## config.mk

```make
export PLATFORM = sky130hd
export DESIGN_NAME = excp_subsys
export DESIGN_NICKNAME = d
export VERILOG_FILES = /design/src/verilog/excp_pkg.sv /design/src/verilog/excp_subsys.sv /design/src/verilog/core_timer.sv /design/src/verilog/csr_file.sv /design/src/verilog/excp_unit.sv
export SDC_FILE = /design/constraint.sdc
export NUM_CORES = 1
export LEC_CHECK = 0
export BUFFER_PORTS_ARGS = -buffer_cell sky130_fd_sc_hd__buf_2
export CORE_ASPECT_RATIO = 2
export CORE_MARGIN = 4
export CORE_UTILIZATION = 50
export CTS_BUF_LIST = sky130_fd_sc_hd__clkbuf_4
export DETAILED_ROUTE_END_ITERATION = 10
export GPL_ROUTABILITY_DRIVEN = 0
export HOLD_SLACK_MARGIN = 0.1
export PLACE_DENSITY = 0.73
export SLEW_MARGIN = 30
export SYNTH_ARGS = -nofsm -noshare
export SYNTH_HDL_FRONTEND = slang
export SYNTH_HIERARCHICAL = 1
export SYNTH_SLANG_ARGS = --single-unit
```

## constraint.sdc

```tcl
create_clock -name clk -period 9.5 [get_ports clk]
set_clock_uncertainty 0.1 [all_clocks]
set_input_delay 0.475 -clock clk [delete_from_list [all_inputs] [get_ports clk]]
set_output_delay 0.475 -clock clk [all_outputs]
set_load 0.02 [all_outputs]
```

## src/verilog/excp_pkg.sv

```systemverilog
package excp_pkg;

    // Field widths
    localparam int ecode_w    = 15;
    localparam int int_w      = 13;
    localparam int hwi_w      = 8;
    localparam int csr_addr_w = 14;
    localparam int plv_w      = 2;

    // Position of the timer bit in the pending vector
    localparam int ti_bit = 11;

    // Bit 10 of LIE is reserved
    localparam logic [int_w-1:0] ecfg_lie_mask = 13'h1bff;

    // Combined {esubcode, ecode}
    localparam logic [ecode_w-1:0] INT  = 15'h0000;
    localparam logic [ecode_w-1:0] PIL  = 15'h0001;
    localparam logic [ecode_w-1:0] PIS  = 15'h0002;
    localparam logic [ecode_w-1:0] PIF  = 15'h0003;
    localparam logic [ecode_w-1:0] PME  = 15'h0004;
    localparam logic [ecode_w-1:0] PPI  = 15'h0007;
    localparam logic [ecode_w-1:0] ADEF = 15'h0008;
    localparam logic [ecode_w-1:0] ADEM = 15'h0048;
    localparam logic [ecode_w-1:0] ALE  = 15'h0009;
    localparam logic [ecode_w-1:0] SYS  = 15'h000b;
    localparam logic [ecode_w-1:0] BRK  = 15'h000c;
    localparam logic [ecode_w-1:0] INE  = 15'h000d;
    localparam logic [ecode_w-1:0] TLBR = 15'h003f;

    localparam logic [plv_w-1:0] KERNEL = 2'd0;
    localparam logic [plv_w-1:0] USER   = 2'd3;

    localparam logic [csr_addr_w-1:0] CSR_CRMD      = 14'h000;
    localparam logic [csr_addr_w-1:0] CSR_PRMD      = 14'h001;
    localparam logic [csr_addr_w-1:0] CSR_ECFG      = 14'h004;
    localparam logic [csr_addr_w-1:0] CSR_ESTAT     = 14'h005;
    localparam logic [csr_addr_w-1:0] CSR_ERA       = 14'h006;
    localparam logic [csr_addr_w-1:0] CSR_BADV      = 14'h007;
    localparam logic [csr_addr_w-1:0] CSR_EENTRY    = 14'h00c;
    localparam logic [csr_addr_w-1:0] CSR_TLBEHI    = 14'h011;
    localparam logic [csr_addr_w-1:0] CSR_TCFG      = 14'h041;
    localparam logic [csr_addr_w-1:0] CSR_TVAL      = 14'h042;
    localparam logic [csr_addr_w-1:0] CSR_TICLR     = 14'h044;
    localparam logic [csr_addr_w-1:0] CSR_TLBRENTRY = 14'h088;

endpackage
```

## src/verilog/excp_subsys.sv

```systemverilog
`timescale 1ns/1ps

module excp_subsys #(
    parameter int timer_w = 32
) (
    input  logic                            clk,
    input  logic                            rst_n,

    input  logic                            req_valid,
    input  logic                            excp_valid,
    input  logic [excp_pkg::ecode_w-1:0]    ecode,
    input  logic [31:0]                     epc,
    input  logic [31:0]                     badv,
    input  logic [excp_pkg::hwi_w-1:0]      hwi,

    input  logic                            csr_we,
    input  logic [excp_pkg::csr_addr_w-1:0] csr_addr,
    input  logic [31:0]                     csr_wdata,
    output logic [31:0]                     csr_rdata,

    output logic                            excp_flush,
    output logic                            wr_pc_valid,
    output logic [31:0]                     wr_pc,
    output logic                            int_valid,
    output logic [excp_pkg::int_w-1:0]      is
);

    logic [excp_pkg::plv_w-1:0]   crmd_plv;
    logic                         crmd_ie;
    logic [excp_pkg::int_w-1:0]   ecfg_lie;
    logic [31:0]                  eentry;
    logic [31:0]                  tlbrentry;
    logic [1:0]                   swi_set;
    logic [1:0]                   swi_clr;
    logic                         ti_clr;
    logic                         tcfg_we;
    logic [31:0]                  tcfg_wdata;
    logic                         ti;
    logic [31:0]                  tval;
    logic                         commit_we;
    logic [excp_pkg::plv_w-1:0]   commit_plv_prev;
    logic                         commit_ie_prev;
    logic [excp_pkg::ecode_w-1:0] commit_ecode;
    logic [31:0]                  commit_era;
    logic                         commit_tlbr;
    logic                         commit_badv_we;
    logic                         commit_tlbehi_we;
    logic [31:0]                  commit_badv;

    excp_unit excp_unit_i (
        .clk              (clk),
        .rst_n            (rst_n),
        .req_valid        (req_valid),
        .excp_valid       (excp_valid),
        .ecode            (ecode),
        .epc              (epc),
        .badv             (badv),
        .hwi              (hwi),
        .swi_set          (swi_set),
        .swi_clr          (swi_clr),
        .ti               (ti),
        .ti_clr           (ti_clr),
        .crmd_plv         (crmd_plv),
        .crmd_ie          (crmd_ie),
        .ecfg_lie         (ecfg_lie),
        .eentry           (eentry),
        .tlbrentry        (tlbrentry),
        .is               (is),
        .int_valid        (int_valid),
        .excp_flush       (excp_flush),
        .wr_pc_valid      (wr_pc_valid),
        .wr_pc            (wr_pc),
        .commit_we        (commit_we),
        .commit_plv_prev  (commit_plv_prev),
        .commit_ie_prev   (commit_ie_prev),
        .commit_ecode     (commit_ecode),
        .commit_era       (commit_era),
        .commit_tlbr      (commit_tlbr),
        .commit_badv_we   (commit_badv_we),
        .commit_tlbehi_we (commit_tlbehi_we),
        .commit_badv      (commit_badv)
    );

    csr_file csr_file_i (
        .clk              (clk),
        .rst_n            (rst_n),
        .csr_we           (csr_we),
        .csr_addr         (csr_addr),
        .csr_wdata        (csr_wdata),
        .csr_rdata        (csr_rdata),
        .is               (is),
        .tval             (tval),
        .commit_we        (commit_we),
        .commit_plv_prev  (commit_plv_prev),
        .commit_ie_prev   (commit_ie_prev),
        .commit_ecode     (commit_ecode),
        .commit_era       (commit_era),
        .commit_tlbr      (commit_tlbr),
        .commit_badv_we   (commit_badv_we),
        .commit_tlbehi_we (commit_tlbehi_we),
        .commit_badv      (commit_badv),
        .crmd_plv         (crmd_plv),
        .crmd_ie          (crmd_ie),
        .ecfg_lie         (ecfg_lie),
        .eentry           (eentry),
        .tlbrentry        (tlbrentry),
        .swi_set          (swi_set),
        .swi_clr          (swi_clr),
        .ti_clr           (ti_clr),
        .tcfg_we          (tcfg_we),
        .tcfg_wdata       (tcfg_wdata)
    );

    core_timer #(
        .timer_w (timer_w)
    ) core_timer_i (
        .clk        (clk),
        .rst_n      (rst_n),
        .tcfg_we    (tcfg_we),
        .tcfg_wdata (tcfg_wdata),
        .ti         (ti),
        .tval       (tval)
    );

endmodule

```

## src/verilog/core_timer.sv

```systemverilog
`timescale 1ns/1ps

module core_timer #(
    parameter int timer_w = 32
) (
    input  logic        clk,
    input  logic        rst_n,
    input  logic        tcfg_we,
    input  logic [31:0] tcfg_wdata,
    output logic        ti,
    output logic [31:0] tval
);

    logic               en;
    logic               periodic;
    logic [timer_w-1:0] initval;
    logic [timer_w-1:0] cnt;

    always_ff @(posedge clk) begin
        if (!rst_n) begin
            en       <= 1'b0;
            periodic <= 1'b0;
            initval  <= '0;
            cnt      <= '0;
        end else if (tcfg_we) begin
            en       <= tcfg_wdata[0];
            periodic <= tcfg_wdata[1];
            // Initval is word aligned, low two bits hold the mode
            initval  <= {tcfg_wdata[timer_w-1:2], 2'b00};
            cnt      <= {tcfg_wdata[timer_w-1:2], 2'b00};
        end else if (en) begin
            if (cnt == '0) begin
                if (periodic) begin
                    cnt <= initval;
                end else begin
                    en <= 1'b0;
                end
            end else begin
                cnt <= cnt - 1'b1;
            end
        end
    end

    assign ti   = en & (cnt == '0);
    assign tval = 32'(cnt);

endmodule

```

## src/verilog/csr_file.sv

```systemverilog
`timescale 1ns/1ps

module csr_file (
    input  logic                            clk,
    input  logic                            rst_n,

    // Software port
    input  logic                            csr_we,
    input  logic [excp_pkg::csr_addr_w-1:0] csr_addr,
    input  logic [31:0]                     csr_wdata,
    output logic [31:0]                     csr_rdata,

    input  logic [excp_pkg::int_w-1:0]      is,
    input  logic [31:0]                     tval,

    // Exception commit
    input  logic                            commit_we,
    input  logic [excp_pkg::plv_w-1:0]      commit_plv_prev,
    input  logic                            commit_ie_prev,
    input  logic [excp_pkg::ecode_w-1:0]    commit_ecode,
    input  logic [31:0]                     commit_era,
    input  logic                            commit_tlbr,
    input  logic                            commit_badv_we,
    input  logic                            commit_tlbehi_we,
    input  logic [31:0]                     commit_badv,

    output logic [excp_pkg::plv_w-1:0]      crmd_plv,
    output logic                            crmd_ie,
    output logic [excp_pkg::int_w-1:0]      ecfg_lie,
    output logic [31:0]                     eentry,
    output logic [31:0]                     tlbrentry,
    output logic [1:0]                      swi_set,
    output logic [1:0]                      swi_clr,
    output logic                            ti_clr,
    output logic                            tcfg_we,
    output logic [31:0]                     tcfg_wdata
);

    logic                           crmd_da;
    logic                           crmd_pg;
    logic [1:0]                     crmd_datf;
    logic [1:0]                     crmd_datm;
    logic [excp_pkg::plv_w-1:0]     prmd_pplv;
    logic                           prmd_pie;
    logic [excp_pkg::ecode_w-1:0]   estat_cause;
    logic [31:0]                    era;
    logic [31:0]                    badv_r;
    logic [25:0]                    eentry_va;
    logic [25:0]                    tlbrentry_pa;
    logic [18:0]                    tlbehi_vppn;
    logic [31:0]                    tcfg;
    logic                           wr_estat;

    always_ff @(posedge clk) begin
        if (!rst_n) begin
            crmd_plv     <= excp_pkg::KERNEL;
            crmd_ie      <= 1'b0;
            crmd_da      <= 1'b1;
            crmd_pg      <= 1'b0;
            crmd_datf    <= 2'b00;
            crmd_datm    <= 2'b00;
            prmd_pplv    <= '0;
            prmd_pie     <= 1'b0;
            ecfg_lie     <= '0;
            estat_cause  <= '0;
            era          <= '0;
            badv_r       <= '0;
            eentry_va    <= '0;
            tlbrentry_pa <= '0;
            tlbehi_vppn  <= '0;
            tcfg         <= '0;
        end else begin
            if (csr_we) begin
                case (csr_addr)
                    excp_pkg::CSR_CRMD: begin
                        crmd_plv  <= csr_wdata[1:0];
                        crmd_ie   <= csr_wdata[2];
                        crmd_da   <= csr_wdata[3];
                        crmd_pg   <= csr_wdata[4];
                        crmd_datf <= csr_wdata[6:5];
                        crmd_datm <= csr_wdata[8:7];
                    end
                    excp_pkg::CSR_PRMD: begin
                        prmd_pplv <= csr_wdata[1:0];
                        prmd_pie  <= csr_wdata[2];
                    end
                    excp_pkg::CSR_ECFG:      ecfg_lie     <= csr_wdata[12:0] & excp_pkg::ecfg_lie_mask;
                    excp_pkg::CSR_ERA:       era          <= csr_wdata;
                    excp_pkg::CSR_BADV:      badv_r       <= csr_wdata;
                    excp_pkg::CSR_EENTRY:    eentry_va    <= csr_wdata[31:6];
                    excp_pkg::CSR_TLBRENTRY: tlbrentry_pa <= csr_wdata[31:6];
                    excp_pkg::CSR_TLBEHI:    tlbehi_vppn  <= csr_wdata[31:13];
                    excp_pkg::CSR_TCFG:      tcfg         <= csr_wdata;
                    default: ;
                endcase
            end
            // Commit comes last so it overrides a software write
            if (commit_we) begin
                crmd_plv    <= excp_pkg::KERNEL;
                crmd_ie     <= 1'b0;
                prmd_pplv   <= commit_plv_prev;
                prmd_pie    <= commit_ie_prev;
                era         <= commit_era;
                estat_cause <= commit_ecode;
                if (commit_tlbr) begin
                    crmd_da <= 1'b1;
                    crmd_pg <= 1'b0;
                end
                if (commit_badv_we) begin
                    badv_r <= commit_badv;
                end
                if (commit_tlbehi_we) begin
                    tlbehi_vppn <= commit_badv[31:13];
                end
            end
        end
    end

    assign eentry    = {eentry_va, 6'b0};
    assign tlbrentry = {tlbrentry_pa, 6'b0};

    always_comb begin
        case (csr_addr)
            excp_pkg::CSR_CRMD:
                csr_rdata = {23'b0, crmd_datm, crmd_datf, crmd_pg, crmd_da, crmd_ie, crmd_plv};
            excp_pkg::CSR_PRMD:      csr_rdata = {29'b0, prmd_pie, prmd_pplv};
            excp_pkg::CSR_ECFG:      csr_rdata = {19'b0, ecfg_lie};
            excp_pkg::CSR_ESTAT:     csr_rdata = {1'b0, estat_cause, 3'b0, is};
            excp_pkg::CSR_ERA:       csr_rdata = era;
            excp_pkg::CSR_BADV:      csr_rdata = badv_r;
            excp_pkg::CSR_EENTRY:    csr_rdata = eentry;
            excp_pkg::CSR_TLBRENTRY: csr_rdata = tlbrentry;
            excp_pkg::CSR_TLBEHI:    csr_rdata = {tlbehi_vppn, 13'b0};
            excp_pkg::CSR_TCFG:      csr_rdata = tcfg;
            excp_pkg::CSR_TVAL:      csr_rdata = tval;
            default:                 csr_rdata = 32'b0;
        endcase
    end

    // ESTAT writes drive the two software interrupt bits directly
    assign wr_estat = csr_we & (csr_addr == excp_pkg::CSR_ESTAT);
    assign swi_set  = wr_estat ? csr_wdata[1:0] : 2'b00;
    assign swi_clr  = wr_estat ? ~csr_wdata[1:0] : 2'b00;

    assign ti_clr     = csr_we & (csr_addr == excp_pkg::CSR_TICLR) & csr_wdata[0];
    assign tcfg_we    = csr_we & (csr_addr == excp_pkg::CSR_TCFG);
    assign tcfg_wdata = csr_wdata;

endmodule

```

## src/verilog/excp_unit.sv

```systemverilog
`timescale 1ns/1ps

module excp_unit (
    input  logic                         clk,
    input  logic                         rst_n,

    // Memory stage request
    input  logic                         req_valid,
    input  logic                         excp_valid,
    input  logic [excp_pkg::ecode_w-1:0] ecode,
    input  logic [31:0]                  epc,
    input  logic [31:0]                  badv,

    // Interrupt sources
    input  logic [excp_pkg::hwi_w-1:0]   hwi,
    input  logic [1:0]                   swi_set,
    input  logic [1:0]                   swi_clr,
    input  logic                         ti,
    input  logic                         ti_clr,

    // Current CSR state
    input  logic [excp_pkg::plv_w-1:0]   crmd_plv,
    input  logic                         crmd_ie,
    input  logic [excp_pkg::int_w-1:0]   ecfg_lie,
    input  logic [31:0]                  eentry,
    input  logic [31:0]                  tlbrentry,

    output logic [excp_pkg::int_w-1:0]   is,
    output logic                         int_valid,
    output logic                         excp_flush,
    output logic                         wr_pc_valid,
    output logic [31:0]                  wr_pc,

    // Commit towards the CSR file
    output logic                         commit_we,
    output logic [excp_pkg::plv_w-1:0]   commit_plv_prev,
    output logic                         commit_ie_prev,
    output logic [excp_pkg::ecode_w-1:0] commit_ecode,
    output logic [31:0]                  commit_era,
    output logic                         commit_tlbr,
    output logic                         commit_badv_we,
    output logic                         commit_tlbehi_we,
    output logic [31:0]                  commit_badv
);

    logic [1:0] swi_r;
    logic       ti_r;
    logic       is_int;
    logic       is_excp;
    logic       is_tlbr;
    logic       wr_badv;
    logic       wr_tlbehi;

    // Latched software and timer lines, clear beats set
    always_ff @(posedge clk) begin
        if (!rst_n) begin
            swi_r <= 2'b00;
            ti_r  <= 1'b0;
        end else begin
            swi_r <= ~swi_clr & (swi_set | swi_r);
            ti_r  <= ~ti_clr & (ti | ti_r);
        end
    end

    // No IPI line, bit 10 unused
    assign is = {1'b0, ti_r, 1'b0, hwi, swi_r};

    // Also serves as the idle wakeup level
    assign int_valid = crmd_ie & (|(is & ecfg_lie));

    assign is_int  = req_valid & int_valid;
    assign is_excp = req_valid & excp_valid & ~is_int;
    assign is_tlbr = is_excp & (ecode == excp_pkg::TLBR);

    assign excp_flush  = is_int | is_excp;
    assign wr_pc_valid = excp_flush;
    assign wr_pc       = is_tlbr ? tlbrentry : eentry;

    // Address and page faults carry a bad address
    assign wr_badv = ecode inside {excp_pkg::TLBR, excp_pkg::ADEF, excp_pkg::ADEM,
                                   excp_pkg::ALE, excp_pkg::PIL, excp_pkg::PIS,
                                   excp_pkg::PIF, excp_pkg::PME, excp_pkg::PPI};

    assign wr_tlbehi = ecode inside {excp_pkg::TLBR, excp_pkg::PIL, excp_pkg::PIS,
                                     excp_pkg::PIF, excp_pkg::PME, excp_pkg::PPI};

    assign commit_we        = excp_flush;
    assign commit_plv_prev  = crmd_plv;
    assign commit_ie_prev   = crmd_ie;
    assign commit_ecode     = is_int ? excp_pkg::INT : ecode;
    assign commit_era       = epc;
    assign commit_tlbr      = is_tlbr;
    assign commit_badv_we   = is_excp & wr_badv;
    assign commit_tlbehi_we = is_excp & wr_tlbehi;
    assign commit_badv      = badv;

endmodule

```

==> results.py, run 1 <==
metrics = {
    "run_status": {
        "run_status": "finished clean",
    },
    "sta": {
        "report.final.slew_viol_count": 0,
        "final_worst_path_cycle_share_pct": 42.6,
        "setup-tns-final_ns": 0,
        "timing_worst_slew_pin_value_ns": 1.02,
        "holdWs_ns": 0.243,
        "grt_setup_unrepaired": "no",
        "finalHoldViolations": 0,
        "max-slew-margin-rel_pct": 31.9,
        "clock.fmax_mhz": 247,
        "setup_viol_count_final": 0,
        "post-route-min-period_ns": 4.04,
    },
    "critical_path": {
        "critical_path.startpoint_type": "register",
        "path_max_fanout": 32,
        "crit_required_ns": 8.93,
        "path_class": "reg -> out",
        "timing.critical_path.to_type": "output pin",
        "crit_arrival_ns": 3.47,
    },
    "grt": {
        "grt_use_total_pct": 31.8,
        "grt_first_pass_wirelength_mm": 89.5,
        "antenna_found_initial": 1,
        "grt_pass1_vias": 16149,
        "grt_start_max_net_pins": 107,
        "grt.overflow.total": 0,
    },
    "clocking": {
        "num_clock_sinks": 273,
        "clk_pin_slew_ns": 0.08,
        "post_cts_repair_timing_setup_buffer_count": 0,
        "clock_tree.root_cell": "clkbuf_4",
        "clkLatencyLatePin_ns": 0.75,
        "tritoncts": "built",
        "clock_tree.buffer_depth": 3,
        "htree_num_levels": 2,
        "cts_buffers": 60,
    },
    "drt": {
        "wl_mm": 58.8,
        "drt_first_pass_iters": 9,
        "dr.first_iter.drc_count": 1847,
        "vias_per_cell": 6.50,
        "drt.antenna.violating_nets": 0,
        "wire_per_inst_um": 23.0,
        "drt_drc_violations_left": 0,
        "via_total_after_detailed_routing": 16634,
    },
    "finish": {
        "finish.net_count": 2230,
        "final_common_cell": "dfxtp_1",
        "proportion_of_layout_cells_with_a_drive_suffix_above_1_pct": 20.9,
        "most-common-layout-cells": "dfxtp_1 (273), o21ai_0 (223), buf_2 (207), a21oi_1 (189), dlygate4sd3_1 (176)",
        "layout_overhead_on_the_synthesized_area_pct": 17.7,
    },
    "logic_synthesis": {
        "synthesis.instances": 1887,
        "ys.warnings.count": 6,
        "syn-cell-area_um2": 15900,
        "synth.avg_cell_area_um2": 8.45,
    },
    "job": {
        "drv.max_cap_violation_count": 0,
    },
    "floorplanning": {
        "top_level_ports": 218,
        "fp.dieArea_um2": 35000,
        "die-width_um": 134,
        "core_area_um2": 31500,
        "row_count": 92,
        "starting_density_pct": 50.5,
        "die_height_um": 261,
    },
    "power": {
        "power_density_nw_per_um2": 128,
        "vdd.ir_drop.worst_uv": 86.9,
        "p_leak_uw": 0.00743,
    },
    "min_path": {
        "hold_path.class": "in -> reg",
    },
    "place": {
        "hpwlAfterDp_mm": 39.1,
        "place.port_buffers": 209,
    },
}
flip-flops by register name, indices dropped and copies added (netlist names):
signal,count
csr_file_i/tlbehi_vppn,19
excp_unit_i/swi_r,2
csr_file_i/badv_r,32
csr_file_i/crmd_ie,1
csr_file_i/crmd_datf,2
csr_file_i/crmd_plv,2
csr_file_i/estat_cause,15
core_timer_i/initval,30
excp_unit_i/ti_r,1
csr_file_i/era,32
csr_file_i/crmd_pg,1
csr_file_i/crmd_datm,2
csr_file_i/prmd_pie,1
csr_file_i/ecfg_lie,12
csr_file_i/eentry_va,26
csr_file_i/crmd_da,1
csr_file_i/prmd_pplv,2
core_timer_i/periodic,1
core_timer_i/en,1
csr_file_i/tcfg,32
csr_file_i/tlbrentry_pa,26
core_timer_i/tval,32
final timing paths:
kind,slack (ns),depth (start not counted),start,to
max reg2reg,5.98,9,csr_file_i/ecfg_lie[2]$_SDFFE_PN0P_,csr_file_i/era[27]$_SDFFE_PN0P_
min reg2reg,0.38,2,csr_file_i/tcfg[19]$_SDFFE_PN0P_,csr_file_i/tcfg[19]$_SDFFE_PN0P_
min,0.24,5,csr_addr[12],csr_file_i/prmd_pie$_SDFFE_PN0P_
max,5.46,6,csr_file_i/ecfg_lie[2]$_SDFFE_PN0P_,wr_pc[11]
layout make-up:
| type | instances | area [um^2] |
|---|---|---|
| Clock inverter | 16 | 140 |
| Multi-Input combinational cell | 1326 | 8840 |
| Antenna cell | 1 | 2.50 |
| Timing Repair Buffer | 420 | 3080 |
| Clock buffer | 90 | 676 |
| Fill cell | 2784 | 12800 |
| Inverter | 9 | 35.0 |
| Tap cell | 423 | 529 |
| Sequential cell | 273 | 5470 |
worst max-delay path: stages, from the launching register on:
cell and delay [ns]:
dfxtp_1 0.34, a222oi_1 0.58, a21boi_2 0.29, or3_2 0.54, buf_4 0.34, mux2_4 0.40
buf_2 0.16
repair_timing:
action	in CTS	in global routing
hold endpoints to repair	256	0
hold buffers	176	0
gates resized for setup	0	0
layer usage:
metal,up-vias,GRT usage (%),routed length [um]
li1,7358,-,-
met1,7935,35.6,20500
met2,1049,55.1,28800
met3,292,5.50,5150
met4,0,21.1,4330
met5,-,0,0
through the flow:
| stage | std cells | instance area, um^2 | utilization, % | power, uW | setup WS, ns |
|---|---|---|---|---|---|
| 2_1_floorplan | 1899 | 16000 | - | 1310 | 6.07 |
| 3_3_place_gp | 2274 | 16200 | 51.2 | 1360 | 5.18 |
| 3_5_place_dp | 2274 | 16200 | 51.2 | 1360 | 5.10 |
| 4_1_cts | 2556 | 18700 | 59.4 | 2390 | 5.50 |
| 5_1_grt | 2558 | 18800 | 59.5 | 2470 | 5.42 |
| 6_report | 2558 | 18800 | 59.5 | 2390 | 5.46 |
report_power, final:
part / switching (uW) / internal [uW]
clock network: 485 / 510
registers: 8.82 / 1160
logic: 138 / 94.7
total: 632 / 1760
No activity file was read; power rests on OpenSTA's default activity.
==> inputs of run 2 (changes only) <==
--- a/config.mk
+++ b/config.mk
@@ -13,7 +13,7 @@
 export DETAILED_ROUTE_END_ITERATION = 10
 export GPL_ROUTABILITY_DRIVEN = 0
 export HOLD_SLACK_MARGIN = 0.1
-export PLACE_DENSITY = 0.73
+export PLACE_DENSITY = 0.76
 export SLEW_MARGIN = 30
 export SYNTH_ARGS = -nofsm -noshare
 export SYNTH_HDL_FRONTEND = slang
==> constraint.sdc (replaced) <==
create_clock -name clk -period 3.5 [get_ports clk]
set_clock_uncertainty 0.1 [all_clocks]
set_input_delay 0.175 -clock clk [delete_from_list [all_inputs] [get_ports clk]]
set_output_delay 0.175 -clock clk [all_outputs]
set_load 0.02 [all_outputs]
==> run 2 against run 1 <==
Net effect:
- the run now ends with DRC left
- critical path depth unchanged
- hold slack got worse by 0.054 ns
- wire length increased by 5.2%
- via count increased by 3.2%
- design area increased by 2.4%
- flip-flop and latch count unchanged
- sequential power increased to 2.7 times the previous value
==> results.py, run 2 (synthesis gave the netlist of run 1 again) <==
metrics = {
    "clocking": {
        "clkLatencyLatePin_ns": 0.74,
        "htree_num_levels": 2,
        "clock_tree.buffer_depth": 3,
        "cts_buffers": 60,
        "post_cts_repair_timing_setup_buffer_count": 0,
        "clock_tree.root_cell": "clkbuf_4",
        "tritoncts": "built",
        "num_clock_sinks": 273,
        "clk_pin_slew_ns": 0.07,
    },
    "critical_path": {
        "crit_arrival_ns": 3.12,
        "path_delay_family": "compound AO/OA/AOI/OAI gates",
        "crit_required_ns": 3.22,
        "ff2ff_path_depth": 9,
        "cp_num_buf_inv": 2,
        "timing.rr.start": "csr_file_i/ecfg_lie[2]$_SDFFE_PN0P_",
        "cpPeakStageDelay_ns": 0.65,
        "timing.critical_path.to_type": "output pin",
        "path_max_fanout": 32,
        "path_class": "reg -> out",
        "critical_r2r_capture": "csr_file_i/era[27]$_SDFFE_PN0P_",
        "ff2ff_setup_slack_ns": 0.13,
        "critPathSlowestCell": "a222oi_1",
        "timing.critical_path.cells": "a222oi_1 -> a21boi_4 -> or3_4 -> buf_12 -> mux2_4 -> buf_2",
        "critical_path.startpoint_type": "register",
    },
    "finish": {
        "proportion_of_layout_cells_with_a_drive_suffix_above_1_pct": 21.3,
        "final_common_cell": "dfxtp_1",
        "n_fill_cell": 2688,
        "instances_no_fill": 2612,
        "finalCoreUtilization_pct": 60.9,
        "most-common-layout-cells": "dfxtp_1 (273), o21ai_0 (222), buf_2 (207), dlygate4sd3_1 (194), a21oi_1 (189)",
        "layout_overhead_on_the_synthesized_area_pct": 20.5,
        "finish.net_count": 2281,
    },
    "min_path": {
        "min_delay_worst_endpoint": "csr_file_i/prmd_pplv[0]$_SDFFE_PN0P_",
        "timing.hold.worst_path_depth": 5,
        "hold_path.class": "in -> reg",
        "timing.hold.worst.start": "csr_addr[6]",
    },
    "place": {
        "place.port_buffers": 209,
        "hpwlAfterDp_mm": 40.1,
        "post-place-cells": 2308,
    },
    "power": {
        "power_density_nw_per_um2": 337,
        "totalPowerFinal_uw": 6470,
        "vdd.ir_drop.worst_uv": 276,
        "p_leak_uw": 0.00759,
    },
    "grt": {
        "grt_pass1_vias": 16778,
        "grt_start_max_net_pins": 104,
        "grt_first_pass_wirelength_mm": 94.4,
        "antenna_found_initial": 1,
        "grt.overflow.total": 0,
        "grt_use_total_pct": 33.7,
    },
    "sta": {
        "grt_setup_unrepaired": "no",
        "setup-tns-final_ns": 0,
        "setup_viol_count_final": 0,
        "finalHoldViolations": 0,
        "timing_worst_slew_pin_value_ns": 1.02,
        "post-route-min-period_ns": 3.40,
        "report.final.slew_viol_count": 0,
        "max-slew-margin-rel_pct": 31.7,
        "final_worst_path_cycle_share_pct": 97.1,
        "clock.fmax_mhz": 294,
    },
    "floorplanning": {
        "fp.dieArea_um2": 35000,
        "row_count": 92,
        "core_area_um2": 31500,
        "die-width_um": 134,
        "starting_density_pct": 50.5,
        "die_height_um": 261,
        "top_level_ports": 218,
    },
    "drt": {
        "vias_per_cell": 6.58,
        "drt_drc_violations_left": 1,
        "dr.first_iter.drc_count": 2492,
        "wire_per_inst_um": 23.7,
        "wl_mm": 61.8,
        "via_total_after_detailed_routing": 17174,
        "drt.antenna.violating_nets": 0,
        "drt_first_pass_iters": 11,
    },
    "run_status": {
        "run_status": "finished, violations left",
        "violations": "DRC",
    },
    "job": {
        "drv.max_cap_violation_count": 0,
    },
}
run 2: cell types whose count changed in the layout (fill, tap and decap cells not counted), moves of 2 or more:
cell           before  now
buf_4              35   66
dlygate4sd3_1     176  194
clkinv_1           12   23
clkbuf_4           90   81
buf_12              0    3
nand2_2             2    0
or4_1               8   10
run 2: metal layers:
metal  vias up  wire [um]  GRT usage [%]
li1       7476          -              -
met1      8031      20500           36.9
met2      1293      30400           58.4
met3       374       5930           6.35
met4         0       4950           23.3
met5         -          0              0
run 2: metrics by stage:
stage / area [um^2] / worst slack (ns) / hold WS (ns)
floorplan: 16000 / 0.373 / 0.218
global route: 19200 / 0.0175 / 0.196
global placement: 16400 / 0.618 / 0.338
detailed placement: 16400 / 0.564 / 0.344
CTS: 19200 / 0.0421 / 0.127
finish: 19200 / 0.101 / 0.189
run 2: layout make-up:
class                      count  area (um^2)  area share [%]
clock inverter                28          186           0.970
clock buffer                  81          608            3.16
sequential                   273         5470            28.4
tap                          423          529            2.75
antenna                        1         2.50          0.0130
inverter                       9         42.5           0.221
timing repair buffer         471         3540            18.4
multi-input combinational   1326         8840            46.0
run 2: power by group:
| group | switching [uW] | internal [uW] |
|---|---|---|
| Clock | 1330 | 1290 |
| Sequential | 23.8 | 3140 |
| Combinational | 396 | 291 |
| Total | 1750 | 4720 |
run 2: how the worst max path moves through the flow:
| stage | start | end | slack [ns] | cells past startpoint |
|---|---|---|---|---|
| 6_report | csr_file_i/ecfg_lie[2]$_SDFFE_PN0P_ | wr_pc[9] | 0.10 | 6 |
| 5_1_grt | csr_file_i/ecfg_lie[2]$_SDFFE_PN0P_ | csr_file_i/era[27]$_SDFFE_PN0P_ | 0.02 | 9 |
| 4_1_cts | csr_file_i/ecfg_lie[7]$_SDFFE_PN0P_ | csr_file_i/badv_r[0]$_SDFF_PN0_ | 0.04 | 9 |
| 3_5_place_dp | csr_addr[9] | csr_file_i/eentry_va[21]$_SDFFE_PN0P_ | 0.56 | 5 |
| 3_3_place_gp | csr_addr[9] | csr_file_i/eentry_va[18]$_SDFFE_PN0P_ | 0.62 | 5 |
| 2_1_floorplan | csr_addr[9] | core_timer_i/initval[21]$_SDFFE_PN0P_ | 0.37 | 9 |
run 2: what timing repair did:
item                                    CTS  global route
gates resized for setup                   1             8
hold buffers                            194             0
pin swaps                                 0             4
endpoints found under the hold margin   273             0
endpoints found under the setup margin   11            12
run 2: worst reg2reg max path: cells and delay by family (launching register included):
| family | cells | cell delay, ns |
|---|---|---|
| AO/OA/AOI/OAI | 5 | 1.44 |
| flip-flops | 1 | 0.33 |
| buffers and inverters | 4 | 1.49 |
